## config.mk

```make
export PLATFORM = sky130hd
export DESIGN_NAME = spin_if_top
export DESIGN_NICKNAME = d
export VERILOG_FILES = /design/src/logic/spin_if_pkg.sv /design/src/logic/spin_synchronizer.sv /design/src/logic/analog_tx.sv /design/src/logic/analog_rx.sv /design/src/logic/spin_flow_ctrl.sv /design/src/logic/spin_if_top.sv
export SDC_FILE = /design/constraint.sdc
export NUM_CORES = 1
export LEC_CHECK = 0
export ABC_AREA = 0
export BUFFER_PORTS_ARGS = -buffer_cell sky130_fd_sc_hd__clkbuf_2
export CAP_MARGIN = 0
export CELL_PAD_IN_SITES_DETAIL_PLACEMENT = 1
export CELL_PAD_IN_SITES_GLOBAL_PLACEMENT = 1
export CORE_MARGIN = 5
export CORE_UTILIZATION = 30
export DETAILED_ROUTE_END_ITERATION = 12
export GPL_TIMING_DRIVEN = 0
export PLACE_DENSITY = 0.65
export RECOVER_POWER = 25
export SLEW_MARGIN = 15
export SYNTH_ARGS = -nofsm -noshare
export SYNTH_HDL_FRONTEND = slang
export SYNTH_SLANG_ARGS = --single-unit
```

## constraint.sdc

```tcl
create_clock -name clk_i -period 3.4 [get_ports clk_i]
set_input_delay 0.34 -clock clk_i [delete_from_list [all_inputs] [get_ports clk_i]]
set_output_delay 0.34 -clock clk_i [all_outputs]
set_load 0.05 [all_outputs]
```

## src/logic/spin_if_pkg.sv

```systemverilog
// spin interface shared definitions
`default_nettype none

package spin_if_pkg;

    // spins exchanged with the macro
    localparam int NUM_SPIN   = 16;

    // deepest synchronizer tap
    localparam int SYNC_DEPTH = 4;
    localparam int SYNC_SEL_W = 2;

    // configuration counter widths
    localparam int CMPT_CNT_W = 8;
    localparam int ITER_CNT_W = 4;

    typedef logic [NUM_SPIN-1:0] spin_vec_t;

    // value k selects k+1 stages
    typedef logic [SYNC_SEL_W-1:0] sync_sel_t;

    // compute window length in clock cycles
    typedef logic [CMPT_CNT_W-1:0] cmpt_cnt_t;

    // zero behaves as a single iteration
    typedef logic [ITER_CNT_W-1:0] iter_cnt_t;

    // iteration sequencer states
    typedef enum logic [1:0] {
        CTRL_IDLE,
        CTRL_LOAD,
        CTRL_COMPUTE,
        CTRL_DRAIN
    } ctrl_state_t;

endpackage

`default_nettype wire

```

## src/logic/spin_synchronizer.sv

```systemverilog
// spin capture synchronizer
`default_nettype none

module spin_synchronizer
    import spin_if_pkg::*;
(
    input  wire            clk_i,
    input  wire            rst_n_i,
    input  wire            en_i,
    input  wire spin_vec_t data_i,
    input  wire sync_sel_t sync_sel_i,
    input  wire            sync_en_i,
    output logic           data_valid_o,
    output spin_vec_t      data_o
);

    logic [SYNC_DEPTH-1:0] valid_q;
    spin_vec_t             data_q [SYNC_DEPTH];
    spin_vec_t             tap_data;

    // valid bit walks along with its capture
    always_ff @(posedge clk_i) begin
        if (!rst_n_i || !en_i) begin
            valid_q <= '0;
        end else begin
            valid_q <= {valid_q[SYNC_DEPTH-2:0], sync_en_i};
        end
    end

    // stage 0 takes the macro outputs on the capture strobe
    always_ff @(posedge clk_i) begin
        if (sync_en_i) begin
            data_q[0] <= data_i;
        end
    end

    // remaining stages shift every cycle
    always_ff @(posedge clk_i) begin
        for (int i = 1; i < SYNC_DEPTH; i++) begin
            data_q[i] <= data_q[i-1];
        end
    end

    assign tap_data = data_q[sync_sel_i];

    // nothing leaves a disabled synchronizer
    assign data_valid_o = en_i & valid_q[sync_sel_i];

    // isolation forces zeros between captures
    assign data_o = data_valid_o ? tap_data : '0;

endmodule

`default_nettype wire

```

## src/logic/analog_tx.sv

```systemverilog
// analog to digital spin transfer
`default_nettype none

module analog_tx
    import spin_if_pkg::*;
(
    input  wire            clk_i,
    input  wire            rst_n_i,
    input  wire            en_i,
    input  wire            cfg_we_i,
    input  wire sync_sel_t sync_sel_i,
    output sync_sel_t      sync_sel_o,
    input  wire spin_vec_t macro_spin_i,
    input  wire            cmpt_finish_i,
    output logic           spin_valid_o,
    input  wire            spin_ready_i,
    output spin_vec_t      spin_o,
    output logic           idle_o
);

    sync_sel_t sync_sel_q;
    logic      sync_valid;
    spin_vec_t sync_data;
    logic      spin_valid_q;
    spin_vec_t spin_q;
    logic      handshake;

    // tap select defaults to the deepest stage
    always_ff @(posedge clk_i) begin
        if (!rst_n_i) begin
            sync_sel_q <= '1;
        end else if (en_i && cfg_we_i) begin
            sync_sel_q <= sync_sel_i;
        end
    end

    spin_synchronizer u_sync (
        .clk_i        (clk_i),
        .rst_n_i      (rst_n_i),
        .en_i         (en_i),
        .data_i       (macro_spin_i),
        .sync_sel_i   (sync_sel_q),
        .sync_en_i    (cmpt_finish_i),
        .data_valid_o (sync_valid),
        .data_o       (sync_data)
    );

    assign handshake = spin_valid_q & spin_ready_i;

    // fresh capture beats clearing
    always_ff @(posedge clk_i) begin
        if (!rst_n_i) begin
            spin_valid_q <= 1'b0;
        end else if (sync_valid) begin
            spin_valid_q <= 1'b1;
        end else if (!en_i || handshake) begin
            spin_valid_q <= 1'b0;
        end
    end

    always_ff @(posedge clk_i) begin
        if (sync_valid) begin
            spin_q <= sync_data;
        end
    end

    assign spin_valid_o = spin_valid_q;
    assign spin_o       = spin_q;
    assign sync_sel_o   = sync_sel_q;
    assign idle_o       = !spin_valid_q;

endmodule

`default_nettype wire

```

## src/logic/analog_rx.sv

```systemverilog
// digital to analog spin transfer
`default_nettype none

module analog_rx
    import spin_if_pkg::*;
(
    input  wire            clk_i,
    input  wire            rst_n_i,
    input  wire            en_i,
    input  wire            cfg_we_i,
    input  wire cmpt_cnt_t cmpt_cycles_i,
    input  wire            load_i,
    input  wire            load_fb_i,
    input  wire spin_vec_t host_spin_i,
    input  wire spin_vec_t fb_spin_i,
    output spin_vec_t      macro_spin_o,
    output logic           macro_start_o,
    output logic           cmpt_finish_o
);

    cmpt_cnt_t cmpt_cycles_q;
    cmpt_cnt_t cnt_q;
    spin_vec_t macro_spin_q;
    logic      start_q;

    // a zero length window would never finish
    always_ff @(posedge clk_i) begin
        if (!rst_n_i) begin
            cmpt_cycles_q <= cmpt_cnt_t'(1);
        end else if (en_i && cfg_we_i) begin
            cmpt_cycles_q <= (cmpt_cycles_i == '0) ? cmpt_cnt_t'(1) : cmpt_cycles_i;
        end
    end

    // spins held toward the macro until the next load
    always_ff @(posedge clk_i) begin
        if (load_i) begin
            macro_spin_q <= load_fb_i ? fb_spin_i : host_spin_i;
        end
    end

    // start lines up with the registered spins
    always_ff @(posedge clk_i) begin
        if (!rst_n_i || !en_i) begin
            start_q <= 1'b0;
        end else begin
            start_q <= load_i;
        end
    end

    // finish fires when the window counter reaches one
    always_ff @(posedge clk_i) begin
        if (!rst_n_i || !en_i) begin
            cnt_q <= '0;
        end else if (start_q) begin
            cnt_q <= cmpt_cycles_q;
        end else if (cnt_q != '0) begin
            cnt_q <= cnt_q - cmpt_cnt_t'(1);
        end
    end

    assign macro_spin_o  = macro_spin_q;
    assign macro_start_o = start_q;
    assign cmpt_finish_o = (cnt_q == cmpt_cnt_t'(1));

endmodule

`default_nettype wire

```

## src/logic/spin_flow_ctrl.sv

```systemverilog
// iteration sequencer
`default_nettype none

module spin_flow_ctrl
    import spin_if_pkg::*;
(
    input  wire            clk_i,
    input  wire            rst_n_i,
    input  wire            en_i,
    input  wire            cfg_we_i,
    input  wire iter_cnt_t num_iter_i,
    input  wire            start_i,
    input  wire            spin_valid_i,
    output logic           spin_ready_o,
    output logic           load_o,
    output logic           load_fb_o,
    output logic           result_valid_o,
    input  wire            result_ready_i,
    output logic           busy_o
);

    ctrl_state_t state_q;
    ctrl_state_t state_d;
    iter_cnt_t   num_iter_q;
    iter_cnt_t   iter_rem_q;
    logic        go;
    logic        last_iter;
    logic        fb_step;
    logic        drain_done;

    always_ff @(posedge clk_i) begin
        if (!rst_n_i) begin
            num_iter_q <= iter_cnt_t'(1);
        end else if (en_i && cfg_we_i) begin
            num_iter_q <= num_iter_i;
        end
    end

    // start only counts while idle
    assign go         = en_i & start_i & (state_q == CTRL_IDLE);
    assign last_iter  = (iter_rem_q == iter_cnt_t'(1));
    assign fb_step    = en_i & (state_q == CTRL_COMPUTE) & spin_valid_i & !last_iter;
    assign drain_done = (state_q == CTRL_DRAIN) & spin_valid_i & result_ready_i;

    always_comb begin
        state_d = state_q;
        case (state_q)
            CTRL_IDLE: begin
                if (go) begin
                    state_d = CTRL_LOAD;
                end
            end
            // macro start goes out here
            CTRL_LOAD: begin
                state_d = CTRL_COMPUTE;
            end
            CTRL_COMPUTE: begin
                if (spin_valid_i && last_iter) begin
                    state_d = CTRL_DRAIN;
                end
            end
            CTRL_DRAIN: begin
                if (drain_done) begin
                    state_d = CTRL_IDLE;
                end
            end
            default: begin
                state_d = CTRL_IDLE;
            end
        endcase
        if (!en_i) begin
            state_d = CTRL_IDLE;
        end
    end

    always_ff @(posedge clk_i) begin
        if (!rst_n_i) begin
            state_q <= CTRL_IDLE;
        end else begin
            state_q <= state_d;
        end
    end

    // remaining iterations including the one in progress
    always_ff @(posedge clk_i) begin
        if (!rst_n_i) begin
            iter_rem_q <= '0;
        end else if (go) begin
            iter_rem_q <= (num_iter_q == '0) ? iter_cnt_t'(1) : num_iter_q;
        end else if (fb_step) begin
            iter_rem_q <= iter_rem_q - iter_cnt_t'(1);
        end
    end

    // host load on start and feedback load on each intermediate result
    assign load_o    = go | fb_step;
    assign load_fb_o = fb_step;

    assign spin_ready_o   = fb_step | ((state_q == CTRL_DRAIN) & result_ready_i);
    assign result_valid_o = (state_q == CTRL_DRAIN) & spin_valid_i;
    assign busy_o         = (state_q != CTRL_IDLE);

endmodule

`default_nettype wire

```

## src/logic/spin_if_top.sv

```systemverilog
// spin transfer interface top
`default_nettype none

module spin_if_top
    import spin_if_pkg::*;
(
    input  wire            clk_i,
    input  wire            rst_n_i,
    input  wire            en_i,
    input  wire            cfg_we_i,
    input  wire sync_sel_t cfg_sync_sel_i,
    input  wire cmpt_cnt_t cfg_cmpt_cycles_i,
    input  wire iter_cnt_t cfg_num_iter_i,
    output sync_sel_t      sync_sel_o,
    input  wire            start_i,
    input  wire spin_vec_t host_spin_i,
    output logic           busy_o,
    output logic           result_valid_o,
    input  wire            result_ready_i,
    output spin_vec_t      result_spin_o,
    output spin_vec_t      macro_spin_o,
    output logic           macro_start_o,
    input  wire spin_vec_t macro_spin_i,
    output logic           idle_o
);

    logic load;
    logic load_fb;
    logic spin_valid;
    logic spin_ready;
    logic cmpt_finish;

    spin_flow_ctrl u_ctrl (
        .clk_i          (clk_i),
        .rst_n_i        (rst_n_i),
        .en_i           (en_i),
        .cfg_we_i       (cfg_we_i),
        .num_iter_i     (cfg_num_iter_i),
        .start_i        (start_i),
        .spin_valid_i   (spin_valid),
        .spin_ready_o   (spin_ready),
        .load_o         (load),
        .load_fb_o      (load_fb),
        .result_valid_o (result_valid_o),
        .result_ready_i (result_ready_i),
        .busy_o         (busy_o)
    );

    // result vector doubles as the feedback source
    analog_rx u_rx (
        .clk_i         (clk_i),
        .rst_n_i       (rst_n_i),
        .en_i          (en_i),
        .cfg_we_i      (cfg_we_i),
        .cmpt_cycles_i (cfg_cmpt_cycles_i),
        .load_i        (load),
        .load_fb_i     (load_fb),
        .host_spin_i   (host_spin_i),
        .fb_spin_i     (result_spin_o),
        .macro_spin_o  (macro_spin_o),
        .macro_start_o (macro_start_o),
        .cmpt_finish_o (cmpt_finish)
    );

    analog_tx u_tx (
        .clk_i         (clk_i),
        .rst_n_i       (rst_n_i),
        .en_i          (en_i),
        .cfg_we_i      (cfg_we_i),
        .sync_sel_i    (cfg_sync_sel_i),
        .sync_sel_o    (sync_sel_o),
        .macro_spin_i  (macro_spin_i),
        .cmpt_finish_i (cmpt_finish),
        .spin_valid_o  (spin_valid),
        .spin_ready_i  (spin_ready),
        .spin_o        (result_spin_o),
        .idle_o        (idle_o)
    );

endmodule

`default_nettype wire

```

==> qor.yml, run 1 <==
status: "finished, final reports clean"
end_kind: "register"
fin_area_sq_um: 5850
tightest_slew_ps: 952
worstPathRequired_ps: 3360
maxCapViolCount: 0
fin_tns_setup_ps: 0
syn_nets: 382
synth_area_sq_um: 4600
hold_path_class: "in -> reg"
wl_per_cell_microns: 15.9
avgSynthCellArea_sq_um: 14.3
vdd_drop_max_mv: 0.408
fillers: 1579
ys_ff_latch: 130
timing.final.ws_setup_ps: 992
io_pins: 90
routed_wl_microns: 10100
drc_errors: 0
grt_pass1_vias: 3206
holdBufCountCts: 0
drtIter0Drc: 78
dpl.cell_count: 599
slew_viol_final: 0
dpl.hpwl_microns: 7030
pre_cts_ws_ps: 949
multi_input_area_sq_um: 1420
dieHeight_microns: 134
cts_tree: "built"
cts_buffers: 17
die-area_sq_um: 17900
port_buffers: 89
cts.sinks: 130
post-cts-setup-buffers: 0
finalSetupViolations: 0
vias_per_cell: 4.54
muxShareOfSynthArea: 0.133
finalHoldViolations: 0
cts_resized: 0
nNetsFinal: 490
htreeDepth: 4
syn_inst: 322
place_area_sq_um: 5280
clock.fmax_ghz: 0.415
grt_pass1_wl_microns: 16600
postSynth.asyncResetShare: 0
path_class: "reg -> reg"
initial_core_util: 0.304
cpPeakStageDelay_ps: 520
synthAdderAreaFrac: 0.0218
finalClockSkew_ps: 10.5
antenna_found_initial: 0
rsz0062_at_grt: "no"
diodes: 0
powerDensity_nw_per_um2: 786
crit_chain: "ha_1 > or3b_4 > nand2_4 > buf_6 > nand2_1"
dr.pass1.iters: 4
dieWidth_microns: 134
ys_seq_area_frac: 0.670
leakagePower_nw: 2.34
gr-usage-met1: 0.141
areaGrowthSynthToFinish_pct: 27.2
core_sq_um: 15100
worst_hold_slack_ps: 91.4
path_clk_slew_ps: 60
slowest_stage: "nand2_1"
grt_max_degree: 18
cp.arrival_ps: 2370
met2_usage: 0.202
clockBufferDepth: 2
ys.flop_type: "dfxtp_1"
start_kind: "register"
finalCritPeriodShare: 0.708
synth_compound_area_frac: 0.0386
ys_top_cells_by_count: "82 x dfxtp_1, 48 x edfxtp_1, 39 x nand2_1, 17 x mux4_2, 15 x a21oi_1"
path_max_fanout: 16
ff_latch_area_sq_um: 3080
synthSimpleGateAreaFrac: 0.100
fin_cells: 631
synth_top_area_share: 0.357
grt.overflow.total: 0
netlist_top_cells_area: "dfxtp_1 36%, edfxtp_1 31%, mux4_2 8.3%, nand2_1 3.2%, ha_1 2.2%"
ys_warn_count: 0
synth_edf_count: 48
use_met3: 0.0379
yosysTopAreaCell: "dfxtp_1"
busiest_layer: "met2"
yosysUniqueCellTypes: 41
post-route-min-period_ps: 2410
track_usage: 0.122
drive_gt1_frac: 0.343
synth_top_family_by_area: "multiplexers"
slew_headroom: 0.366
synth_xor_area_frac: 0.0152
clk_latency_ps: 420
place_congestion: 0.752
yosysMostFrequentCell: "dfxtp_1"
ant_nets: 0
rows: 45
root_buffer: "clkbuf_16"
num_vias: 2863
[logic make-up (layout without fill, tap and decap cells)]
family,after synthesis,in the layout
XOR/XNOR,8,8
buffers and inverters,21,142
adder cells (fa/ha/maj),8,8
AO/OA/AOI/OAI,29,29
AND/OR/NAND/NOR,88,88
multiplexers,38,38
flip-flops,130,130
[worst paths after layout]
check | start | endpoint | depth (start not counted) | slack, ps
worst max-delay path | u_ctrl.iter_rem_q[0] | u_rx.macro_spin_o[4] | 5 | 990
worst min-delay path | macro_spin_i[0] | u_tx.u_sync.data_q[0][0] | 1 | 90
worst max register to register | u_ctrl.iter_rem_q[0] | u_rx.macro_spin_o[4] | 5 | 990
worst min register to register | u_tx.u_sync.data_q[2][6] | u_tx.u_sync.data_q[3][6] | 0 | 340
[worst max-delay path, delay by kind of cell (launching register included)]
family / cells / cell delay, ps
adder cells (fa/ha/maj): 1 / 220
AND/OR/NAND/NOR: 3 / 1120
buffers and inverters: 1 / 200
flip-flops: 1 / 410
[where the power goes]
group          internal (W)  switching, W  total, W
registers           0.00192      0.000152   0.00207
logic              0.000386      0.000399  0.000785
clock network       0.00107      0.000666   0.00174
[state kept, by name (all words and copies together) (netlist names)]
signal	cells
u_tx.sync_sel_o	2
u_rx.macro_start_o	1
u_tx.spin_valid_o	1
u_tx.spin_o	16
u_tx.u_sync.data_q	64
u_ctrl.state_q	2
u_rx.cmpt_cycles_q	8
u_ctrl.iter_rem_q	4
u_tx.u_sync.valid_q	4
u_ctrl.num_iter_q	4
u_rx.cnt_q	8
u_rx.macro_spin_o	16
[placed cells by master, fill, tap and decap left out, drive strengths merged]
master,n
xor2,3
o221ai,1
nand4b,2
a21oi,15
clkbuf,115
nor2,11
nand2b,3
a211oi,3
o21ai,5
ha,8
nand4bb,1
or3b,1
dfxtp,82
a222oi,1
nor4,2
a31oi,1
buf,5
bufinv,2
nand2,40
mux2i,5
mux4,17
o211a,3
nor3b,2
and3,6
clkinvlp,7
nor2b,1
nor4b,1
nand3,7
edfxtp,48
and2,5
xnor2,5
inv,10
nor3,6
clkinv,3
mux2,16
[per-stage QoR]
stage           util  total power [W]
6_report       0.386          0.00460
5_1_grt        0.386          0.00485
4_1_cts        0.386          0.00467
3_5_place_dp   0.349          0.00289
3_3_place_gp   0.349          0.00285
2_1_floorplan      -          0.00267
[metal layers]
layer | vias to the layer above | share of wire
met3 | 17 | 0.051
met4 | 0 | 0.019
met5 | - | 0
met2 | 76 | 0.51
met1 | 1383 | 0.42
li1 | 1387 | -
[cell type report]
type	count	area share
flip-flops and latches	130	0.527
multi-input cells	171	0.243
repair buffers	89	0.0759
clock buffers	19	0.0740
well taps	188	0.0402
clock inverters	13	0.0237
plain buffers	12	0.0103
inverters	9	0.00577
No activity file was read; power rests on OpenSTA's default activity.
==> inputs of run 2 (changes only) <==
--- a/config.mk
+++ b/config.mk
@@ -14,7 +14,7 @@
 export CORE_UTILIZATION = 30
 export DETAILED_ROUTE_END_ITERATION = 12
 export GPL_TIMING_DRIVEN = 0
-export PLACE_DENSITY = 0.65
+export PLACE_DENSITY = 0.67
 export RECOVER_POWER = 25
 export SLEW_MARGIN = 15
 export SYNTH_ARGS = -nofsm -noshare
==> constraint.sdc (replaced) <==
create_clock -name clk_i -period 2.12 [get_ports clk_i]
set_input_delay 0.212 -clock clk_i [delete_from_list [all_inputs] [get_ports clk_i]]
set_output_delay 0.212 -clock clk_i [all_outputs]
set_load 0.05 [all_outputs]
==> qor.yml, run 2 (synthesis gave the netlist of run 1 again) <==
holdPathStages: 3
regMostFlops: "u_tx.u_sync.data_q"
dpl.cell_count: 599
crit_chain: "inv_1 > ha_1 > or3b_4 > nand2_8 > buf_6 > mux2_1"
tightest_slew_ps: 926
maxCapViolCount: 0
areaGrowthSynthToFinish_pct: 30.8
worstPathRequired_ps: 2270
grt_max_degree: 18
r2r_start: "u_ctrl.iter_rem_q[1]"
vdd_drop_max_mv: 0.578
grt_pass1_vias: 3238
clockBufferDepth: 2
layout_common_cells: "89 x clkbuf_2, 80 x dfxtp_1, 48 x edfxtp_1"
slew_headroom: 0.382
place_congestion: 0.766
ff_latch_area_sq_um: 3090
power_frac_seq: 0.453
nNetsFinal: 506
num_vias: 2945
p_int_w: 0.00534
track_usage: 0.120
finalSetupViolations: 0
grt_pass1_wl_microns: 16600
start_kind: "register"
cts_tree: "built"
holdPathEnd: "u_ctrl.num_iter_q[3]"
initial_core_util: 0.304
vias_per_cell: 4.55
cts_buffers: 17
post-route-min-period_ps: 2000
timing.final.ws_setup_ps: 118
ant_nets: 0
path_max_fanout: 10
dpl.hpwl_microns: 7130
grt.overflow.total: 0
clockPowerShare: 0.371
cts.sinks: 130
hold_path_class: "in -> reg"
dr.pass1.iters: 4
finalCritPeriodShare: 0.944
cpPeakStageDelay_ps: 450
diodes: 0
hold_start: "cfg_num_iter_i[3]"
pre_cts_ws_ps: -359
routed_wl_microns: 10200
drc_errors: 0
finalHoldViolations: 0
status: "finished, final reports clean"
die-area_sq_um: 17900
port_buffers: 89
core_sq_um: 15100
finish.utilization: 0.397
r2r_cells: 6
fillers: 1622
end_kind: "register"
io_pins: 90
root_buffer: "clkbuf_16"
slew_viol_final: 0
clock.fmax_ghz: 0.500
rows: 45
largest_register_ffs: 64
r2r_setup_slack_ps: 120
finalClockSkew_ps: 7.48
antenna_found_initial: 0
post-cts-setup-buffers: 0
leakagePower_nw: 2.42
sw_frac_of_total: 0.272
cp.arrival_ps: 2150
drive_gt1_frac: 0.346
slowest_stage: "or3b_4"
p_switching_w: 0.00199
final_common_cell: "clkbuf_2"
p_comb_frac: 0.176
path_clk_slew_ps: 60
dieHeight_microns: 134
dieWidth_microns: 134
rsz0062_at_grt: "no"
worst_hold_slack_ps: 32.3
multi_input_area_sq_um: 1440
path_class: "reg -> reg"
powerDensity_nw_per_um2: 1220
drtIter0Drc: 105
wl_per_cell_microns: 15.8
reg2reg_to: "u_rx.macro_spin_o[9]"
clk_latency_ps: 410
fin_cells: 647
htreeDepth: 4
[run 2: metal layers]
layer  track usage  up-vias  share of wire
met1         0.139     1445           0.44
met3        0.0450        7          0.056
li1              -     1414              -
met4        0.0429        0          0.011
met5             0        -              0
met2         0.202       79           0.50
[run 2: layout make-up]
class,instances,area share
Timing Repair Buffer,105,0.100
Sequential cell,130,0.513
Multi-Input combinational cell,171,0.239
Clock inverter,15,0.0222
Inverter,9,0.00561
Clock buffer,17,0.0707
Buffer,12,0.00998
Tap cell,188,0.0391
[run 2: how the worst max path moves through the flow]
stage / from / endpoint / slack, ps / cells past startpoint
2_1_floorplan: u_tx.sync_sel_o[0] / u_tx.spin_o[0] / 150 / 3
3_3_place_gp: u_ctrl.iter_rem_q[0] / u_rx.macro_spin_o[9] / -260 / 5
3_5_place_dp: u_ctrl.iter_rem_q[0] / u_rx.macro_spin_o[11] / -360 / 5
4_1_cts: u_ctrl.iter_rem_q[0] / u_rx.macro_spin_o[9] / 10 / 5
5_1_grt: u_rx.cnt_q[4] / u_tx.u_sync.data_q[0][0] / 20 / 2
6_report: u_ctrl.iter_rem_q[1] / u_rx.macro_spin_o[9] / 120 / 6
[run 2: power by group through the flow]
| stage | registers [W] | logic [W] | clock network [W] |
|---|---|---|---|
| final | 0.00332 | 0.00129 | 0.00272 |
| after floorplan | 0.00335 | 0.000941 | 0 |
| after global routing | 0.00337 | 0.00142 | 0.00293 |
| after detailed placement | 0.00337 | 0.00128 | 0 |
| after global placement | 0.00334 | 0.00124 | 0 |
| after CTS | 0.00333 | 0.00132 | 0.00281 |
[run 2: repair_timing]
action                     CTS  global route
hold buffers                16             0
setup endpoints to repair   16            24
hold endpoints to repair    16             0
resized for setup            2             3
[run 2: critical path: cells and delay by family, from the launching register on]
kind | cells | cell delay [ps]
buf+inv | 2 | 280
mux | 1 | 350
fa+ha+maj | 1 | 200
flops | 1 | 340
simple gates | 2 | 580
[run 2: per-stage QoR]
| stage | instance area [sq um] | setup TNS, ps | total power [W] |
|---|---|---|---|
| final | 6020 | 0 | 0.00733 |
| after global routing | 6020 | 0 | 0.00772 |
| after CTS | 6010 | 0 | 0.00746 |
| after detailed placement | 5280 | -5720 | 0.00465 |
| after global placement | 5280 | -4160 | 0.00458 |
| after floorplan | 4600 | 0 | 0.00429 |
==> inputs of run 3 (changes only) <==
==> constraint.sdc (replaced) <==
create_clock -name clk_i -period 1.75 [get_ports clk_i]
set_input_delay 0.175 -clock clk_i [delete_from_list [all_inputs] [get_ports clk_i]]
set_output_delay 0.175 -clock clk_i [all_outputs]
set_load 0.05 [all_outputs]
==> qor.yml, run 3 (synthesis gave the netlist of run 1 again) <==
finalSetupViolations: 8
antenna_found_initial: 0
holdPathEnd: "u_rx.cmpt_cycles_q[5]"
rsz0062_at_grt: "yes"
grt_max_degree: 18
clock.fmax_ghz: 0.564
p_switching_w: 0.00239
fin_area_sq_um: 6440
maxCapViolCount: 0
grt_pass1_vias: 3328
cts_buffers: 17
p_comb_frac: 0.175
initial_core_util: 0.304
diodes: 0
rows: 45
status: "finished with violations"
violations: "negative setup slack"
layout_common_cells: "90 x clkbuf_2, 78 x dfxtp_1, 48 x edfxtp_1"
worstPathRequired_ps: 1910
timing.final.ws_setup_ps: -23.3
end_kind: "register"
drc_errors: 0
reg2reg_to: "u_rx.macro_spin_o[1]"
dpl.hpwl_microns: 7310
clk_latency_ps: 410
htreeDepth: 4
die-area_sq_um: 17900
r2r_cells: 6
grt_pass1_wl_microns: 17600
start_kind: "register"
slew_headroom: 0.677
io_pins: 90
finalHoldViolations: 0
cts_tree: "built"
dr.pass1.iters: 4
path_clk_slew_ps: 60
vdd_drop_max_mv: 0.756
place_congestion: 0.765
hold_start: "cfg_cmpt_cycles_i[5]"
power_frac_seq: 0.431
clockPowerShare: 0.395
path_max_fanout: 8
nNetsFinal: 527
cts.sinks: 130
r2r_start: "u_ctrl.iter_rem_q[1]"
wl_per_cell_microns: 16.7
grt.overflow.total: 0
largest_register_ffs: 64
place_area_sq_um: 5310
track_usage: 0.129
vias_per_cell: 4.58
powerDensity_nw_per_um2: 1450
dpl.cell_count: 599
dieWidth_microns: 134
root_buffer: "clkbuf_16"
drtIter0Drc: 118
num_vias: 3061
holdPathStages: 3
cp.arrival_ps: 1930
finalClockSkew_ps: 10.1
fin_cells: 668
r2r_setup_slack_ps: -20
areaGrowthSynthToFinish_pct: 39.9
clockBufferDepth: 2
leakagePower_nw: 2.67
pre_cts_ws_ps: -301
hold_path_class: "in -> reg"
sw_frac_of_total: 0.255
core_sq_um: 15100
routed_wl_microns: 11100
ant_nets: 0
p_int_w: 0.00697
p_total_w: 0.00936
tightest_slew_ps: 485
port_buffers: 89
slew_viol_final: 0
finalCritPeriodShare: 1.01
regMostFlops: "u_tx.u_sync.data_q"
final_common_cell: "clkbuf_2"
path_class: "reg -> reg"
dieHeight_microns: 134
drive_gt1_frac: 0.383
post-route-min-period_ps: 1770
==> run 3: worst max-delay path by stage <==
stage	startpoint	endpoint	cells past startpoint
2_1_floorplan	u_ctrl.iter_rem_q[1]	u_rx.macro_spin_o[11]	6
3_3_place_gp	u_ctrl.iter_rem_q[1]	u_rx.macro_spin_o[2]	6
3_5_place_dp	u_ctrl.iter_rem_q[1]	u_rx.macro_spin_o[2]	6
4_1_cts	u_ctrl.iter_rem_q[1]	u_rx.macro_spin_o[6]	6
5_1_grt	u_ctrl.iter_rem_q[1]	u_rx.macro_spin_o[1]	6
6_report	u_ctrl.iter_rem_q[1]	u_rx.macro_spin_o[1]	6
==> run 3: per-stage QoR <==
step                 util  hold WS (ps)  TNS (ps)
floorplan               -           274         0
global placement    0.351           331    -11510
detailed placement  0.351           334    -13320
CTS                 0.420          4.84      -149
global route        0.425          14.6      -587
finish              0.425          27.8      -124
==> run 3: area by class of cell <==
cell class,count,area [sq um]
Inverter,9,33.8
Sequential cell,130,3090
Multi-Input combinational cell,172,1550
Clock inverter,10,159
Buffer,11,68.8
Tap cell,188,235
Fill cell,1584,8710
Clock buffer,22,454
Timing Repair Buffer,126,838
==> run 3: critical path, stage by stage (launching register included) <==
cell	delay (ps)
dfxtp_2	320
inv_2	70
ha_4	130
or3b_4	410
nand2_8	120
buf_12	150
mux2_4	300
==> run 3: metal layers <==
| metal | global-route usage | routed length, microns |
|---|---|---|
| met1 | 0.153 | 5000 |
| met2 | 0.215 | 5450 |
| met3 | 0.0435 | 538 |
| met4 | 0.0514 | 142 |
| met5 | 0 | 0 |
==> run 3: timing repair <==
| action | CTS | global route |
|---|---|---|
| hold buffers | 28 | 0 |
| endpoints found under the hold margin | 28 | 0 |
| endpoints found under the setup margin | 74 | 52 |
| pin swaps | 2 | 3 |
| setup buffers | 7 | 1 |
| gates resized for setup | 15 | 15 |
| gates cloned | 1 | 1 |
==> run 3: power groups by stage <==
stage | Sequential [W] | Clock (W) | Combinational (W)
floorplan | 0.00406 | 0 | 0.00114
global placement | 0.00404 | 0 | 0.00150
detailed placement | 0.00409 | 0 | 0.00155
CTS | 0.00404 | 0.00378 | 0.00163
global route | 0.00409 | 0.00392 | 0.00181
finish | 0.00403 | 0.00369 | 0.00163
